`config.mk`:
```
export PLATFORM = sky130hd
export DESIGN_NAME = ppu_regs_flat
export DESIGN_NICKNAME = d
export VERILOG_FILES = /design/src/rtl/ppu_pkg.sv /design/src/rtl/ppu_cfg_if.sv /design/src/rtl/ppu_regs.sv /design/src/flat_wrapper.sv
export VERILOG_INCLUDE_DIRS = /design/src /design/src/include
export SDC_FILE = /design/constraint.sdc
export NUM_CORES = 1
export LEC_CHECK = 0
export BUFFER_PORTS_ARGS = -buffer_cell sky130_fd_sc_hd__buf_4
export CAP_MARGIN = 20
export CORE_ASPECT_RATIO = 0.6
export CORE_MARGIN = 3
export CORE_UTILIZATION = 62
export CTS_CLUSTER_DIAMETER = 50
export DETAILED_ROUTE_END_ITERATION = 6
export PLACE_DENSITY_LB_ADDON = 0.2
export RECOVER_POWER = 50
export SYNTH_ARGS = -nofsm -noshare
export SYNTH_HDL_FRONTEND = slang
export SYNTH_SLANG_ARGS = --single-unit
```
`constraint.sdc`:
```
create_clock -name clk -period 2.85 [get_ports clk]
set_input_delay 0.285 -clock clk [delete_from_list [all_inputs] [get_ports clk]]
set_output_delay 0.285 -clock clk [all_outputs]
set_load 0.02 [all_outputs]
```
`src/include/ppu_macros.svh`:
```
`ifndef PPU_MACROS_SVH
`define PPU_MACROS_SVH

// Line and frame timing, in dots and lines
`define PPU_H_TOTAL       456
`define PPU_V_TOTAL       154
`define PPU_V_ACTIVE      144
`define PPU_H_OAM         80   // Mode 2 ends here, mode 3 starts

// Sync pulses
`define PPU_H_SYNC_START  76
`define PPU_H_SYNC_LEN    4
`define PPU_V_SYNC_START  153
`define PPU_V_SYNC_LEN    1

`define PPU_H_PIXELS      160

// Memory and CPU address windows
`define PPU_VRAM_AW       13
`define PPU_REG_BASE      16'hFF40
`define PPU_REG_LAST      16'hFF4B
`define PPU_VRAM_BASE     16'h8000
`define PPU_VRAM_LAST     16'h9FFF

// Palette after reset
`define PPU_BGP_RESET     8'hFC

`endif

```
`src/rtl/ppu_pkg.sv`:
```
package ppu_pkg;

    // STAT mode field encoding
    typedef enum logic [1:0] {
        HBLANK = 2'd0,
        VBLANK = 2'd1,
        OAM    = 2'd2,
        XFER   = 2'd3
    } ppu_mode_e;

    typedef logic [1:0] pix_t;      // Colour index or shade

    // One decoded tile row, element 7 is the leftmost pixel
    typedef pix_t [7:0] tile_row_t;

    // Register offsets inside FF40..FF4B
    typedef enum logic [3:0] {
        REG_LCDC = 4'h0,
        REG_STAT = 4'h1,
        REG_SCY  = 4'h2,
        REG_SCX  = 4'h3,
        REG_LY   = 4'h4,
        REG_LYC  = 4'h5,
        REG_DMA  = 4'h6,
        REG_BGP  = 4'h7,
        REG_OBP0 = 4'h8,
        REG_OBP1 = 4'h9,
        REG_WY   = 4'hA,
        REG_WX   = 4'hB
    } reg_idx_e;

endpackage

```
`src/rtl/ppu_cfg_if.sv`:
```
`timescale 1ns/10ps

// Static control levels from the register block
interface ppu_cfg_if;
    logic       lcd_en;         // LCDC bit 7
    logic       bg_en;          // LCDC bit 0
    logic       bg_map_sel;     // LCDC bit 3, 0=9800 1=9C00
    logic       tile_data_sel;  // LCDC bit 4, 1=8000 unsigned
    logic [7:0] scx;
    logic [7:0] scy;
    logic [7:0] bgp;

    modport regs (
        output lcd_en, bg_en, bg_map_sel, tile_data_sel, scx, scy, bgp
    );

    modport timing (
        input lcd_en
    );

    modport render (
        input lcd_en, bg_en, bg_map_sel, tile_data_sel, scx, scy, bgp
    );
endinterface

```
`src/rtl/ppu_regs.sv`:
```
`timescale 1ns/10ps
`include "ppu_macros.svh"

module ppu_regs import ppu_pkg::*; (
    input  logic        clk,
    input  logic        rst,
    input  logic [15:0] addr,
    input  logic [7:0]  wdata,
    input  logic        wr,
    output logic [7:0]  reg_rdata,
    ppu_cfg_if.regs     cfg,
    input  logic [7:0]  ly,
    input  ppu_mode_e   mode,
    output logic        int_vblank_req,
    output logic        int_stat_req,
    input  logic        int_vblank_ack,
    input  logic        int_stat_ack
);
    logic [7:0] lcdc;
    logic [4:0] stat_hi;    // STAT bits 7..3
    logic [7:0] scy;
    logic [7:0] scx;
    logic [7:0] lyc;
    logic [7:0] dma;        // Storage only
    logic [7:0] bgp;
    logic [7:0] obp0;
    logic [7:0] obp1;
    logic [7:0] wy;
    logic [7:0] wx;

    logic       in_win;
    reg_idx_e   idx;
    logic       coin;
    logic [7:0] ly_q;
    ppu_mode_e  mode_q;
    logic       mode_chg;
    logic       ly_chg;
    logic [1:0] irq_evt;    // [0] vblank, [1] stat
    logic [1:0] irq_ack;
    logic [1:0] irq_req;
    logic [1:0] irq_pend;   // Event seen while ack was high

    assign in_win = (addr >= `PPU_REG_BASE) && (addr <= `PPU_REG_LAST);
    assign idx    = reg_idx_e'(addr[3:0]);
    assign coin   = (ly == lyc);

    assign cfg.lcd_en        = lcdc[7];
    assign cfg.bg_en         = lcdc[0];
    assign cfg.bg_map_sel    = lcdc[3];
    assign cfg.tile_data_sel = lcdc[4];
    assign cfg.scx           = scx;
    assign cfg.scy           = scy;
    assign cfg.bgp           = bgp;

    //////////////////////////////////////////////////////////////////////
    // CPU access

    always_comb begin
        reg_rdata = 8'hFF;
        if (in_win) begin
            case (idx)
                REG_LCDC: reg_rdata = lcdc;
                REG_STAT: reg_rdata = {stat_hi, coin, mode};
                REG_SCY:  reg_rdata = scy;
                REG_SCX:  reg_rdata = scx;
                REG_LY:   reg_rdata = ly;
                REG_LYC:  reg_rdata = lyc;
                REG_DMA:  reg_rdata = dma;
                REG_BGP:  reg_rdata = bgp;
                REG_OBP0: reg_rdata = obp0;
                REG_OBP1: reg_rdata = obp1;
                REG_WY:   reg_rdata = wy;
                REG_WX:   reg_rdata = wx;
                default:  reg_rdata = 8'hFF;
            endcase
        end
    end

    always_ff @(posedge clk) begin
        if (rst) begin
            lcdc    <= 8'h00;   // LCD off
            stat_hi <= 5'h00;
            scy     <= 8'h00;
            scx     <= 8'h00;
            lyc     <= 8'h00;
            dma     <= 8'h00;
            bgp     <= `PPU_BGP_RESET;
            obp0    <= 8'h00;
            obp1    <= 8'h00;
            wy      <= 8'h00;
            wx      <= 8'h00;
        end else if (wr && in_win) begin
            case (idx)
                REG_LCDC: lcdc    <= wdata;
                REG_STAT: stat_hi <= wdata[7:3];
                REG_SCY:  scy     <= wdata;
                REG_SCX:  scx     <= wdata;
                REG_LYC:  lyc     <= wdata;
                REG_DMA:  dma     <= wdata;
                REG_BGP:  bgp     <= wdata;
                REG_OBP0: obp0    <= wdata;
                REG_OBP1: obp1    <= wdata;
                REG_WY:   wy      <= wdata;
                REG_WX:   wx      <= wdata;
                default: ;          // LY is read only
            endcase
        end
    end

    //////////////////////////////////////////////////////////////////////
    // Interrupt sources and request/acknowledge

    assign mode_chg = (mode != mode_q);
    assign ly_chg   = (ly != ly_q);

    assign irq_evt[0] = mode_chg && (mode == VBLANK);
    assign irq_evt[1] = (stat_hi[3] && ly_chg && coin) ||                   // LYC
                        (stat_hi[2] && mode_chg && (mode == OAM)) ||
                        (stat_hi[1] && mode_chg && (mode == VBLANK)) ||
                        (stat_hi[0] && mode_chg && (mode == HBLANK));
    assign irq_ack    = {int_stat_ack, int_vblank_ack};

    always_ff @(posedge clk) begin
        if (rst) begin
            ly_q     <= 8'd0;
            mode_q   <= VBLANK;     // Matches mode with LCD off
            irq_req  <= 2'b00;
            irq_pend <= 2'b00;
        end else begin
            ly_q   <= ly;
            mode_q <= mode;
            for (int i = 0; i < 2; i++) begin
                if (irq_ack[i]) begin
                    irq_req[i] <= 1'b0;
                    if (irq_evt[i])
                        irq_pend[i] <= 1'b1;    // Held until ack falls
                end else if (irq_evt[i] || irq_pend[i]) begin
                    irq_req[i]  <= 1'b1;
                    irq_pend[i] <= 1'b0;
                end
            end
        end
    end

    assign int_vblank_req = irq_req[0];
    assign int_stat_req   = irq_req[1];

    a_vblank_hold: assert property (@(posedge clk) disable iff (rst)
        irq_req[0] && !irq_ack[0] |=> irq_req[0]);
    a_stat_hold: assert property (@(posedge clk) disable iff (rst)
        irq_req[1] && !irq_ack[1] |=> irq_req[1]);

endmodule

```
`src/flat_wrapper.sv`:
```
// flat-port wrapper written by rule: the top's interface ports become plain ports
module ppu_regs_flat import ppu_pkg::*;
  (clk, rst, addr, wdata, wr, reg_rdata, ly, mode, int_vblank_req, int_stat_req, int_vblank_ack, int_stat_ack, cfg_lcd_en, cfg_bg_en, cfg_bg_map_sel, cfg_tile_data_sel, cfg_scx, cfg_scy, cfg_bgp);
  ppu_cfg_if cfg_i ();
  input  logic clk;
  input  logic rst;
  input  logic [15:0] addr;
  input  logic [7:0] wdata;
  input  logic wr;
  output logic [7:0] reg_rdata;
  input  logic [7:0] ly;
  input  ppu_mode_e mode;
  output logic int_vblank_req;
  output logic int_stat_req;
  input  logic int_vblank_ack;
  input  logic int_stat_ack;
  output wire logic [$bits(cfg_i.lcd_en)-1:0] cfg_lcd_en;
  output wire logic [$bits(cfg_i.bg_en)-1:0] cfg_bg_en;
  output wire logic [$bits(cfg_i.bg_map_sel)-1:0] cfg_bg_map_sel;
  output wire logic [$bits(cfg_i.tile_data_sel)-1:0] cfg_tile_data_sel;
  output wire logic [$bits(cfg_i.scx)-1:0] cfg_scx;
  output wire logic [$bits(cfg_i.scy)-1:0] cfg_scy;
  output wire logic [$bits(cfg_i.bgp)-1:0] cfg_bgp;
  assign cfg_lcd_en = cfg_i.lcd_en;
  assign cfg_bg_en = cfg_i.bg_en;
  assign cfg_bg_map_sel = cfg_i.bg_map_sel;
  assign cfg_tile_data_sel = cfg_i.tile_data_sel;
  assign cfg_scx = cfg_i.scx;
  assign cfg_scy = cfg_i.scy;
  assign cfg_bgp = cfg_i.bgp;
  ppu_regs u_core (.clk(clk), .rst(rst), .addr(addr), .wdata(wdata), .wr(wr), .reg_rdata(reg_rdata), .cfg(cfg_i), .ly(ly), .mode(mode), .int_vblank_req(int_vblank_req), .int_stat_req(int_stat_req), .int_vblank_ack(int_vblank_ack), .int_stat_ack(int_stat_ack));
endmodule
```
* Word level (Yosys, flattened, before mapping)
Index checks and enable logic that the tools add are counted.
** Storage, ports and cells
- Flip-flop bits (word level) :: 99
- Input port bits :: 39
- Word-level logic and storage cells :: 80
** Cells by class
- $lt $le $gt $ge :: 2
- Equality and inequality tests :: 18
- Multiplexer cells :: 8
- Reductions and logical operators :: 35
** Operators with widths (number)
- 8-bit one-hot mux with 12 select lines :: 1
- 2-bit AND reduction :: 13
- 4-bit by 3-bit equality test with 1-bit output (second input constant) :: 4
- 4-bit equality test (second input constant) :: 4
- 16-bit >= comparator (second input constant) :: 1
- 16-bit <= comparator (second input constant) :: 1
- 1-bit logical AND :: 11
- 4-bit by 2-bit equality test with 1-bit output (second input constant) :: 2
- 8-bit equality test :: 1
- 8-bit two-way mux :: 1
- 8-bit inequality test :: 1
- 1-bit two-way mux :: 6
- 1-bit logical OR :: 5
- 4-bit by 1-bit equality test with 1-bit output (second input constant) :: 1
- 4-bit zero test :: 1
- 2-bit by 1-bit inequality test with 1-bit output (second input constant) :: 2
- 2-bit nonzero test :: 2
- 2-bit OR reduction :: 2
- 2-bit by 1-bit equality test with 1-bit output (second input constant) :: 1
- 2-bit equality test (second input constant) :: 1
- 2-bit zero test :: 1
- 2-bit inequality test :: 1

* Logic depth before layout (Yosys ltp)
Gate-level depths: netlist of the first run.
- Depth after elaboration :: 9
- Depth in mapped cells :: 7
- Depth with buffers taken out :: 4

* Least setup slack after synthesis of the first run
OpenSTA, ideal clock, no wires.
- Kind :: input port to output port
- From :: input port addr[3]
- To :: output port reg_rdata[7]
- Data arrival time :: 1419 ps
- Required time :: 2565 ps
- Setup slack :: 1146 ps
- Cell stages on the path :: 6
- Buffers on the path :: 2
- Cell sequence :: buf_6 > and2b_4 > buf_4 > a22oi_1 > o21a_1 > o221ai_1
** Between the ends
- Word-level cells in the longest chain between the ends :: 3
- Elaborated cells between the ends (all ways) :: 17
- Classes of those cells :: order compare (2); eq/ne (11); mux (2); reduce/logical (2)
** Ends and longest elaborated chain
- from (decl) :: line flat_wrapper.sv:7 : input logic [15:0] addr;
- 16-bit >= comparator (no line) (tied with other cells)
- 1-bit logical AND or 8-bit one-hot mux with 12 select lines (tied branches) :: line ppu_regs.sv:43, ppu_regs.sv:61
- 8-bit two-way mux * :: line ppu_regs.sv:60 : if (in_win) begin
- to (decl) :: line flat_wrapper.sv:10 : output logic [7:0] reg_rdata;
Mark *: on every way between the ends. The rest lies on a longest branch, timed or not.

* Final worst setup path of the first run
- From :: input port addr[3]
- To :: output port reg_rdata[6]
The elaborated chain is that of the path after synthesis.

==> results of run 1 <==
worst max-delay path: cells and delay by family:
family	cells	cell delay (ps)
AND/OR/NAND/NOR	3	1000
buffers and inverters	2	480
AO/OA/AOI/OAI	1	470
layer usage:
layer	vias to the layer above	GRT usage, %	wire, µm
li1	1903	-	-
met1	2055	45.8	6560
met2	210	45.7	6230
met3	27	10.9	1440
met4	0	6.41	233
met5	-	0	0
cell families (layout without fill, tap and decap cells):
kind of cell	count (synthesis)	count (layout)
simple gates	183	183
buf+inv	45	101
compound gates	62	62
xor+xnor	16	16
mux	100	100
flops	99	99
metrics by stage:
step | utilization (%) | setup slack, ps
6_report | 72.2 | 327
5_1_grt | 72.2 | 219
4_1_cts | 74.4 | 375
3_5_place_dp | 70.7 | 396
3_3_place_gp | 70.7 | 470
2_1_floorplan | - | 1150
power breakdown:
group	switching, µW	internal [µW]	leakage, µW
Sequential	3.98	1390	0.000800
Clock	559	691	0.000140
Combinational	145	100	0.00163
final timing paths:
check                                        from  cells after the start                end  slack, ps
worst min register to register  u_core.irq_req[1]                      2  u_core.irq_req[1]        460
worst max register to register   u_core.mode_q[1]                      4  u_core.irq_req[1]       1300
worst max-delay path                      addr[3]                      6       reg_rdata[6]        330
worst min-delay path               int_vblank_ack                      2  u_core.irq_req[0]        100
placed cells by master (no fill, tap or decap), types with 3 or more instances in the layout:
| cell type | instances |
|---|---|
| a21oi_1 | 5 |
| inv_6 | 3 |
| clkbuf_16 | 9 |
| inv_1 | 4 |
| nand3_4 | 5 |
| nor2_1 | 17 |
| nor3_1 | 5 |
| dfxtp_1 | 99 |
| nor2b_1 | 18 |
| o221ai_1 | 3 |
| nand4_1 | 7 |
| nand2_1 | 7 |
| o2111ai_1 | 3 |
| and3_1 | 3 |
| nand2b_1 | 90 |
| and4_1 | 4 |
| mux2i_1 | 89 |
| a22oi_1 | 7 |
| a32oi_1 | 8 |
| a211o_1 | 3 |
| clkbuf_1 | 31 |
| o21ai_0 | 6 |
| mux2_2 | 6 |
| xnor2_1 | 8 |
| nand3_1 | 10 |
| a31oi_1 | 5 |
| a221oi_1 | 3 |
| buf_4 | 48 |
| a221o_1 | 3 |
| xor2_1 | 8 |
final cells by class:
type / count / share of cell area, %
Timing Repair Buffer: 79 / 8.34
Inverter: 6 / 0.391
Clock inverter: 6 / 1.24
Clock buffer: 10 / 3.98
Multi-Input combinational cell: 361 / 49.3
Tap cell: 108 / 2.35
Sequential cell: 99 / 34.4
synthesized netlist by cell type (all sizes together) (2+ instances only):
cell / number / area [µm²]
xor2: 8 / 70.1
a31oi: 5 / 31.3
o21ai: 7 / 35.0
mux2: 9 / 109
a221oi: 4 / 41.3
buf: 25 / 180
nor3: 5 / 25.0
nand4: 7 / 43.8
or2: 2 / 12.5
nor2b: 18 / 113
a22o: 2 / 17.5
nand3: 15 / 200
and4: 4 / 37.5
a32oi: 8 / 70.1
dfxtp: 99 / 1980
a221o: 3 / 30.0
xnor2: 8 / 70.1
nand2b: 90 / 563
clkbuf: 14 / 52.6
a21oi: 5 / 25.0
o221ai: 3 / 26.3
inv: 6 / 22.5
nand2: 7 / 26.3
and2b: 2 / 17.5
and3: 3 / 18.8
mux4: 2 / 48.8
nor3b: 2 / 15.0
nor2: 19 / 81.3
a211oi: 2 / 15.0
mux2i: 89 / 891
o2111ai: 3 / 26.3
nor4: 2 / 12.5
a22oi: 7 / 52.6
a211o: 3 / 26.3
registers in the layout, summed over array words and instances (netlist names):
signal / flops
u_core.cfg.bgp: 8
u_core.cfg.scx: 8
u_core.cfg.scy: 8
u_core.dma: 8
u_core.lcdc: 8
u_core.ly_q: 8
u_core.lyc: 8
u_core.obp0: 8
u_core.obp1: 8
u_core.wx: 8
u_core.wy: 8
u_core.stat_hi: 5
u_core.irq_pend: 2
u_core.irq_req: 2
u_core.mode_q: 2
==> summary.txt, run 1 <==
Synth
  – Xor-xnor portion of the synthesized cell area: around 2.7%
  – Fraction of registers with async set/reset: 0%
  – Adder-Cell Fraction of Synth Area: 0%
  – Synthesis-stage register bit count: 99
  – Compound-Gate Fraction of Synth Area: 9.44%
  – Dominant synthesized flop cell: dfxtp_1
  – Syn nets: 544
  – Syn Area/Cell: between 10 and 15 µm²
  – Post-synth EDFFs: 0
  – Synthesized instance count: 505
  – Largest family of logic cells by synthesized area: simple AND/OR/NAND/NOR gates
  – Post-synthesis simple-gate area fraction: 23.9%
  – Area of the mapped netlist: approximately 0.0051 mm²
  – Yosys cell types: 66
  – Warnings from Yosys: 0
  – Sequential area share after synthesis: slightly below 40%
  – Mux cell area share after synthesis: 20.4%

Global route
  – Vias in the first global route: 4114
  – Largest net degree at the start of global routing: 64
  – Gr ovfl total: 0
  – Initial antenna violation count: 0
  – Total GRT Usage: 31.6%
  – First-pass GRT wire length: 22.8 mm

STA
  – Max Slew Vio Count: 0
  – Final Skew: roughly 3.1 ps
  – RSZ-0062 raised after global routing: false
  – Tcrit/Tclk final: 88.5%
  – Slew margin rel.: 42.7%
  – TNS Setup: 0 ps
  – Slew @ Worst Pin: 859 ps
  – Hold Slack: between 90 and 100 ps
  – Final hold vios: 0
  – Fmax: 396 MHz
  – Setup-failing EPs final: 0
  – Min Clock Period, post-route: 2520 ps

Detailed routing
  – Via density: around 6.3
  – DR iter-0 viols: 452
  – Vias: ~4200
  – 1st-pass router iterations: 5
  – Residual DRC: 0
  – Routed Antenna Nets: 0
  – DRT Wirelength: 14.5 mm
  – Drt wl/cell: roughly 22 µm

Run
  – Max Cap Viol: 0

Worst setup path
  – Worst Setup End Kind: output port
  – WS Path Type: input pin to output port
  – CP Cell Sequence: buf_4 -> and2b_1 -> a221oi_1 -> nor3_1 -> or3_1 -> buf_4
  – Largest fanout on the critical path: 29
  – CP dominant cell by count: buf_4
  – Critical Path Slowest Stage Cell: and2b_1
  – Worst Path Required: roughly 2600 ps
  – Critical path arrival: between 2000 and 2500 ps
  – Slowest cell delay on critical path: between 500 and 600 ps
  – Critical path startpoint category: input pin

Finish
  – Final std cells w/o fill: 669
  – Multi-input logic area: 0.00284 mm²
  – Ant diodes: 0
  – P&R area growth vs syn: 12.0%
  – Fin nets: between 500 and 600
  – Share of layout cells above drive strength 1: roughly 16%
  – Seq. cell area: 0.00198 mm²
  – Fillers: 630
  – Fin area: 0.00576 mm²

CTS
  – Setup bufs post-CTS: 0
  – Worst-path clk slew: 70 ps
  – H-tree depth: 3
  – Total CTS buffers: 9
  – Post-CTS resize count: 0
  – Clock root buffer: clkbuf_16
  – Hold_buf cts: 0
  – CTS tree: yes
  – Clock latency on the worst-skew pair: 350 ps
  – CTS Buffer Depth: 2
  – TritonCTS Sinks: 99

Floorplan
  – Die Span X: 124 µm
  – FP Rows: 25
  – Initial Utilization: 64.4%
  – Die height: approximately 77 µm
  – Core ar.: about 0.0080 mm²
  – Die ar.: roughly 0.0095 mm²
  – # IOs: between 70 and 80

Power and ir drop
  – Leak Pwr: 0.00257 µW
  – Peak supply drop: between 0.2 and 0.3 mV
  – Total design power: 2890 µW
  – Pwr dens: 502 mW/mm²

Place
  – Dpl hpwl: 10.2 mm
  – Port Buffers: 76
  – RD Place Congestion: 1.05
  – Number of instances in the placed design: 653
  – Area after DPL: about 0.0056 mm²

Worst hold path
  – Tightest Hold Check Type: input pin to register

Outcome
  – Status: completed
Power figures use the tool's default switching activity.
==> run 2: changes to the inputs <==
--- a/config.mk
+++ b/config.mk
@@ -8,9 +8,9 @@
 export LEC_CHECK = 0
 export BUFFER_PORTS_ARGS = -buffer_cell sky130_fd_sc_hd__buf_4
 export CAP_MARGIN = 20
-export CORE_ASPECT_RATIO = 0.6
 export CORE_MARGIN = 3
 export CORE_UTILIZATION = 62
+export CTS_BUF_LIST = sky130_fd_sc_hd__clkbuf_16
 export CTS_CLUSTER_DIAMETER = 50
 export DETAILED_ROUTE_END_ITERATION = 6
 export PLACE_DENSITY_LB_ADDON = 0.2
==> run 2 against run 1 <==
Compared with the run above: sequential power barely moved; maximum frequency rose by 3.7%; critical path type unchanged; total power fell by 2.6%; combinational power rose by 2%; non-clock buffer count rose by 1; sequential share of layout area fell by 0.27 points; critical path depth did not move; hold slack barely moved; largest cell class unchanged; routed wire length fell by 1.8%; die area fell by 0.38%.
==> summary.txt, run 2 (synthesis gave the netlist of run 1 again) <==
Finish
  – Fillers: 581
  – Commonest non-fill, non-tap cell in the layout: dfxtp_1
  – Fin nets: 596
  – Share of layout cells above drive strength 1: 16.5%
  – P&R area growth vs syn: 12.9%
  – Commonest non-fill, non-tap cells in the layout: dfxtp_1 (99), nand2b_1 (90), mux2i_1 (89)
  – Ant diodes: 0

Detailed routing
  – DR iter-0 viols: 349
  – DRT Wirelength: around 14 mm
  – 1st-pass router iterations: 5
  – Residual DRC: 0
  – Drt wl/cell: 21.4 µm
  – Vias: 4137
  – Via density: 6.23
  – Routed Antenna Nets: 0

Worst setup path
  – Worst Setup End Kind: output port
  – Slowest cell delay on critical path: 780 ps
  – Largest fanout on the critical path: 23
  – CP Cell Sequence: buf_4 -> and2b_1 -> a22oi_1 -> o32ai_1 -> a2111o_1 -> buf_4
  – WS Path Type: input pin to output port
  – Worst Path Required: 2570 ps
  – Critical Path Slowest Stage Cell: and2b_1
  – Critical path startpoint category: input pin
  – R2R Setup Slk: approximately 1400 ps
  – Critical path arrival: 2150 ps
  – CP dominant cell by count: buf_4

STA
  – Final hold vios: 0
  – Slew @ Worst Pin: 1400 ps
  – Final Skew: 6.53 ps
  – Setup-failing EPs final: 0
  – Fmax: just over 400 MHz
  – Tcrit/Tclk final: between 80% and 90%
  – RSZ-0062 raised after global routing: false
  – TNS Setup: 0 ps
  – Slew margin rel.: 6.83%
  – Max Slew Vio Count: 0
  – Min Clock Period, post-route: 2430 ps

Floorplan
  – Die height: 97.1 µm
  – Core ar.: 0.00789 mm²
  – # IOs: between 70 and 80
  – Die Span X: about 97 µm
  – Die ar.: 0.00942 mm²
  – Initial Utilization: 65.2%
  – FP Rows: 32

Worst hold path
  – Tightest Hold Check Type: input pin to register

Global route
  – GRT met3 Usage: 6.68%
  – Vias in the first global route: 4032
  – Initial antenna violation count: 0
  – First-pass GRT wire length: 22.2 mm
  – GRT Max-Usage Layer: met2
  – Total GRT Usage: between 20% and 30%
  – Met1 Resource Use GR: between 30 and 40%
  – Met2 GRT Util: 47.6%
  – Gr ovfl total: 0
  – Largest net degree at the start of global routing: 76

CTS
  – Worst-path clk slew: 70 ps
  – Clock root buffer: clkbuf_16
  – Total CTS buffers: 9
  – Clock latency on the worst-skew pair: approximately 340 ps
  – CTS tree: yes
  – Setup bufs post-CTS: 0
  – CTS Buffer Depth: 2
  – TritonCTS Sinks: 99
  – Post-CTS resize count: 0
  – H-tree depth: 3
  – Hold_buf cts: 0

Power and ir drop
  – Leak Pwr: 0.00257 µW
  – Pwr dens: 485 mW/mm²
  – Peak supply drop: 0.306 mV
  – Total design power: around 2800 µW

Place
  – Port Buffers: 76
  – RD Place Congestion: 0.997
  – Dpl hpwl: 9.73 mm

Run
  – Max Cap Viol: 0

Outcome
  – Status: completed
[run 2: report_power, final]
part | internal [µW] | switching [µW] | leakage, µW
Sequential | 1390 | 3.79 | 0.000800
Combinational | 102 | 149 | 0.00163
Clock | 606 | 562 | 0.000141
Total | 2100 | 715 | 0.00257
[run 2: cell type report]
type	count	area [µm²]	area share, %
clock buffers	9	225	3.88
clock inverters	7	62.6	1.08
inverters	6	22.5	0.388
multi-input cells	361	2900	50.0
flip-flops and latches	99	1980	34.1
well taps	102	128	2.20
repair buffers	80	482	8.30
[run 2: stage by stage]
step           cell area, µm²  hold WS [ps]  utilization [%]  instances  setup WS [ps]
3_3_place_gp             5640           445             71.4        648            600
2_1_floorplan            5140           364                -        505           1150
5_1_grt                  5800           103             73.6        664            264
6_report                 5800          98.7             73.6        664            417
3_5_place_dp             5640           460             71.4        648            494
4_1_cts                  5920          93.5             75.1        664            498
[run 2: path summary, 6_finish.rpt]
check,cells after the start,to,from
min,2,u_core.irq_req[0],int_vblank_ack
min reg2reg,2,u_core.obp1[4],u_core.obp1[4]
max reg2reg,4,u_core.irq_req[1],u_core.lyc[7]
max,6,reg_rdata[3],addr[2]
[run 2: worst max-delay path, delay by kind of cell]
kind / cells / cell delay (ps)
AO/OA/AOI/OAI: 3 / 650
buffers and inverters: 2 / 430
AND/OR/NAND/NOR: 1 / 780
[run 2: routing by layer]
layer	vias up	wire, µm
li1	1910	-
met1	1987	5900
met2	190	6720
met3	50	1050
met4	0	525
met5	-	0
==> run 3: changes to the inputs <==
--- a/config.mk
+++ b/config.mk
@@ -6,10 +6,11 @@
 export SDC_FILE = /design/constraint.sdc
 export NUM_CORES = 1
 export LEC_CHECK = 0
+export ABC_AREA = 1
 export BUFFER_PORTS_ARGS = -buffer_cell sky130_fd_sc_hd__buf_4
 export CAP_MARGIN = 20
 export CORE_MARGIN = 3
-export CORE_UTILIZATION = 62
+export CORE_UTILIZATION = 60
 export CTS_BUF_LIST = sky130_fd_sc_hd__clkbuf_16
 export CTS_CLUSTER_DIAMETER = 50
 export DETAILED_ROUTE_END_ITERATION = 6
==> run 3 against run 2 <==
Compared with the run above: register-to-register slack gained 170 ps; via count grew 23%; first-iteration DRC count grew 64%; total power shrank 0.48%; global-route usage grew 4.9 points; core utilization is essentially flat; design area shrank 6.6%; highest routed layer unchanged.
==> summary.txt, run 3 <==
Finish
  – P&R area growth vs syn: 17.5%
  – Final std cells w/o fill: ~850
  – Commonest non-fill, non-tap cells in the layout: nand2_1 (138), nor2_1 (120), dfxtp_1 (99)
  – Fin nets: 780
  – Ant diodes: 0
  – Commonest non-fill, non-tap cell in the layout: nand2_1
  – Post-layout util: 73.6%
  – Share of layout cells above drive strength 1: 11.3%
  – Fin area: 0.00542 mm²

Run
  – Max Cap Viol: 0

Global route
  – Total GRT Usage: 34.7%
  – First-pass GRT wire length: approximately 23 mm
  – Gr ovfl total: 0
  – Largest net degree at the start of global routing: 62
  – Initial antenna violation count: 0
  – Met1 Resource Use GR: a little under half
  – GRT met3 Usage: 5.53%
  – Vias in the first global route: 4632
  – GRT Max-Usage Layer: met2
  – Met2 GRT Util: 55.5%

Synth
  – Sequential area share after synthesis: 42.9%
  – Count leader, synth: nand2_1
  – Synthesized instance count: 678
  – Dominant synthesized flop cell: dfxtp_1
  – Synth top cells by count: nand2_1 (138), nor2_1 (120), dfxtp_1 (99), o21ai_0 (96), nor3_1 (87)
  – Post-synth EDFFs: 0
  – Synth top area share: 42.9%
  – Syn Area/Cell: ~6.8 µm²
  – Area of the mapped netlist: 0.00462 mm²
  – Fraction of registers with async set/reset: 0%
  – Ranking of synthesized cells by area: dfxtp_1 (43%), nand2_1 (11%), o21ai_0 (10%)
  – Syn nets: approximately 700
  – Yosys cell types: 25
  – Warnings from Yosys: 0
  – Synthesis-stage register bit count: 99
  – Leading area contributor after synthesis: dfxtp_1

Worst setup path
  – Critical path arrival: 1880 ps
  – Reg2reg path depth: 10
  – WS Path Type: input pin to output port
  – Worst Setup End Kind: output port
  – R2R Setup Slk: 1530 ps
  – Critical path buffer and inverter count: 2
  – Crit Reg-Reg Startpoint: u_core.lyc[6]
  – CP Cell Sequence: buf_4 -> nor2_1 -> nand3b_1 -> nor2_1 -> nand2_1 -> nor3_1 -> nand2_1 -> buf_4
  – Slowest cell delay on critical path: 440 ps
  – Critical Path Slowest Stage Cell: nor3_1
  – Largest fanout on the critical path: 8
  – Worst r2r dst: u_core.irq_req[1]
  – Delay-heaviest family, CP: simple AND/OR/NAND/NOR gates
  – Critical path startpoint category: input pin
  – Worst Path Required: ~2600 ps

Detailed routing
  – DR iter-0 viols: 572
  – Vias: 5081
  – Routed Antenna Nets: 0
  – DRT Wirelength: 15.1 mm
  – Drt wl/cell: approximately 18 µm
  – Via density: approximately 6.0
  – Residual DRC: 0
  – 1st-pass router iterations: 6

Place
  – Number of instances in the placed design: ~830
  – Area after DPL: 0.00525 mm²
  – Dpl hpwl: ~10 mm
  – RD Place Congestion: 0.965
  – Port Buffers: 76

STA
  – Final hold vios: 0
  – Final Skew: 6.49 ps
  – Setup-failing EPs final: 0
  – Max Slew Vio Count: 0
  – Hold Slack: between 150 and 200 ps
  – Slew margin rel.: 54.7%
  – TNS Setup: 0 ps
  – RSZ-0062 raised after global routing: false
  – Tcrit/Tclk final: 75.8%
  – Slew @ Worst Pin: approximately 670 ps
  – Min Clock Period, post-route: 2160 ps
  – Fmax: 463 MHz

Worst hold path
  – Tightest Hold Check Type: input pin to register
  – WHS Path Cells: 3
  – Hold path startpoint: int_vblank_ack
  – WHS Endpoint: u_core.irq_pend[0]

Power and ir drop
  – Leak Pwr: 0.00230 µW
  – Pwr dens: between 500 and 600 mW/mm²
  – Peak supply drop: 0.332 mV

CTS
  – Hold_buf cts: 0
  – Worst-path clk slew: 70 ps
  – Clock root buffer: clkbuf_16
  – CTS Buffer Depth: 2
  – Total CTS buffers: 9
  – H-tree depth: 3
  – CTS tree: yes
  – Post-CTS resize count: 0
  – Setup bufs post-CTS: 0
  – Clock latency on the worst-skew pair: 340 ps
  – TritonCTS Sinks: 99

Floorplan
  – Core ar.: about 0.0074 mm²
  – Die height: 93.7 µm
  – Initial Utilization: 62.6%
  – Die Span X: 93.7 µm
  – FP Rows: 31
  – # IOs: 77
  – Die ar.: 0.00878 mm²

Outcome
  – Status: completed
run 3: cell count changes after synthesis, sizes merged, moves of 8 or more:
cell    previous run  this run
nand2              7       146
nor2              19       128
nand2b            90         0
o21ai              7        97
mux2i             89         0
nor3               5        87
inv                6        45
nor2b             18         0
buf               25         9
mux2               9         0
a32oi              8         0
run 3: logic make-up after synthesis:
group | share of synthesized area [%]
flops | 42.9
compound gates | 12.8
xor+xnor | 1.14
simple gates | 36.9
buf+inv | 6.23
run 3: layout make-up:
cell class | count | area, µm²
clock buffers | 9 | 225
clock inverters | 7 | 68.8
fillers | 625 | 1950
inverters | 45 | 169
multi-input cells | 506 | 2350
flip-flops and latches | 99 | 1980
well taps | 99 | 124
repair buffers | 80 | 509
run 3: per-layer routing:
| metal | part of all wire, % | vias up |
|---|---|---|
| met1 | 39 | 2293 |
| met3 | 11 | 56 |
| met5 | 0 | - |
| li1 | - | 2358 |
| met4 | 3.6 | 0 |
| met2 | 46 | 374 |
run 3: worst max-delay path by stage:
stage	from	to	slack [ps]	cells past startpoint
floorplan	addr[3]	reg_rdata[2]	1280	7
global placement	addr[3]	reg_rdata[7]	760	9
detailed placement	addr[5]	u_core.obp1[4]	650	9
CTS	addr[5]	reg_rdata[3]	720	8
global route	addr[0]	reg_rdata[3]	590	10
finish	addr[5]	reg_rdata[3]	690	8
run 3: stage by stage:
stage / setup WS [ps] / power, µW
6_report: 690 / 2800
3_3_place_gp: 757 / 1610
3_5_place_dp: 655 / 1610
4_1_cts: 719 / 2790
5_1_grt: 585 / 2850
2_1_floorplan: 1280 / 1520
run 3: worst reg2reg max path: cells and delay by family, from the launching register on:
kind,cells,cell delay (ps)
DFF,1,370
buffers and inverters,2,110
and+or+nand+nor,8,780
run 3: power breakdown:
group / switching [µW] / total [µW] / internal (µW)
clock: 535 / 1210 / 678
combinational: 129 / 193 / 64.0
sequential: 3.80 / 1390 / 1390
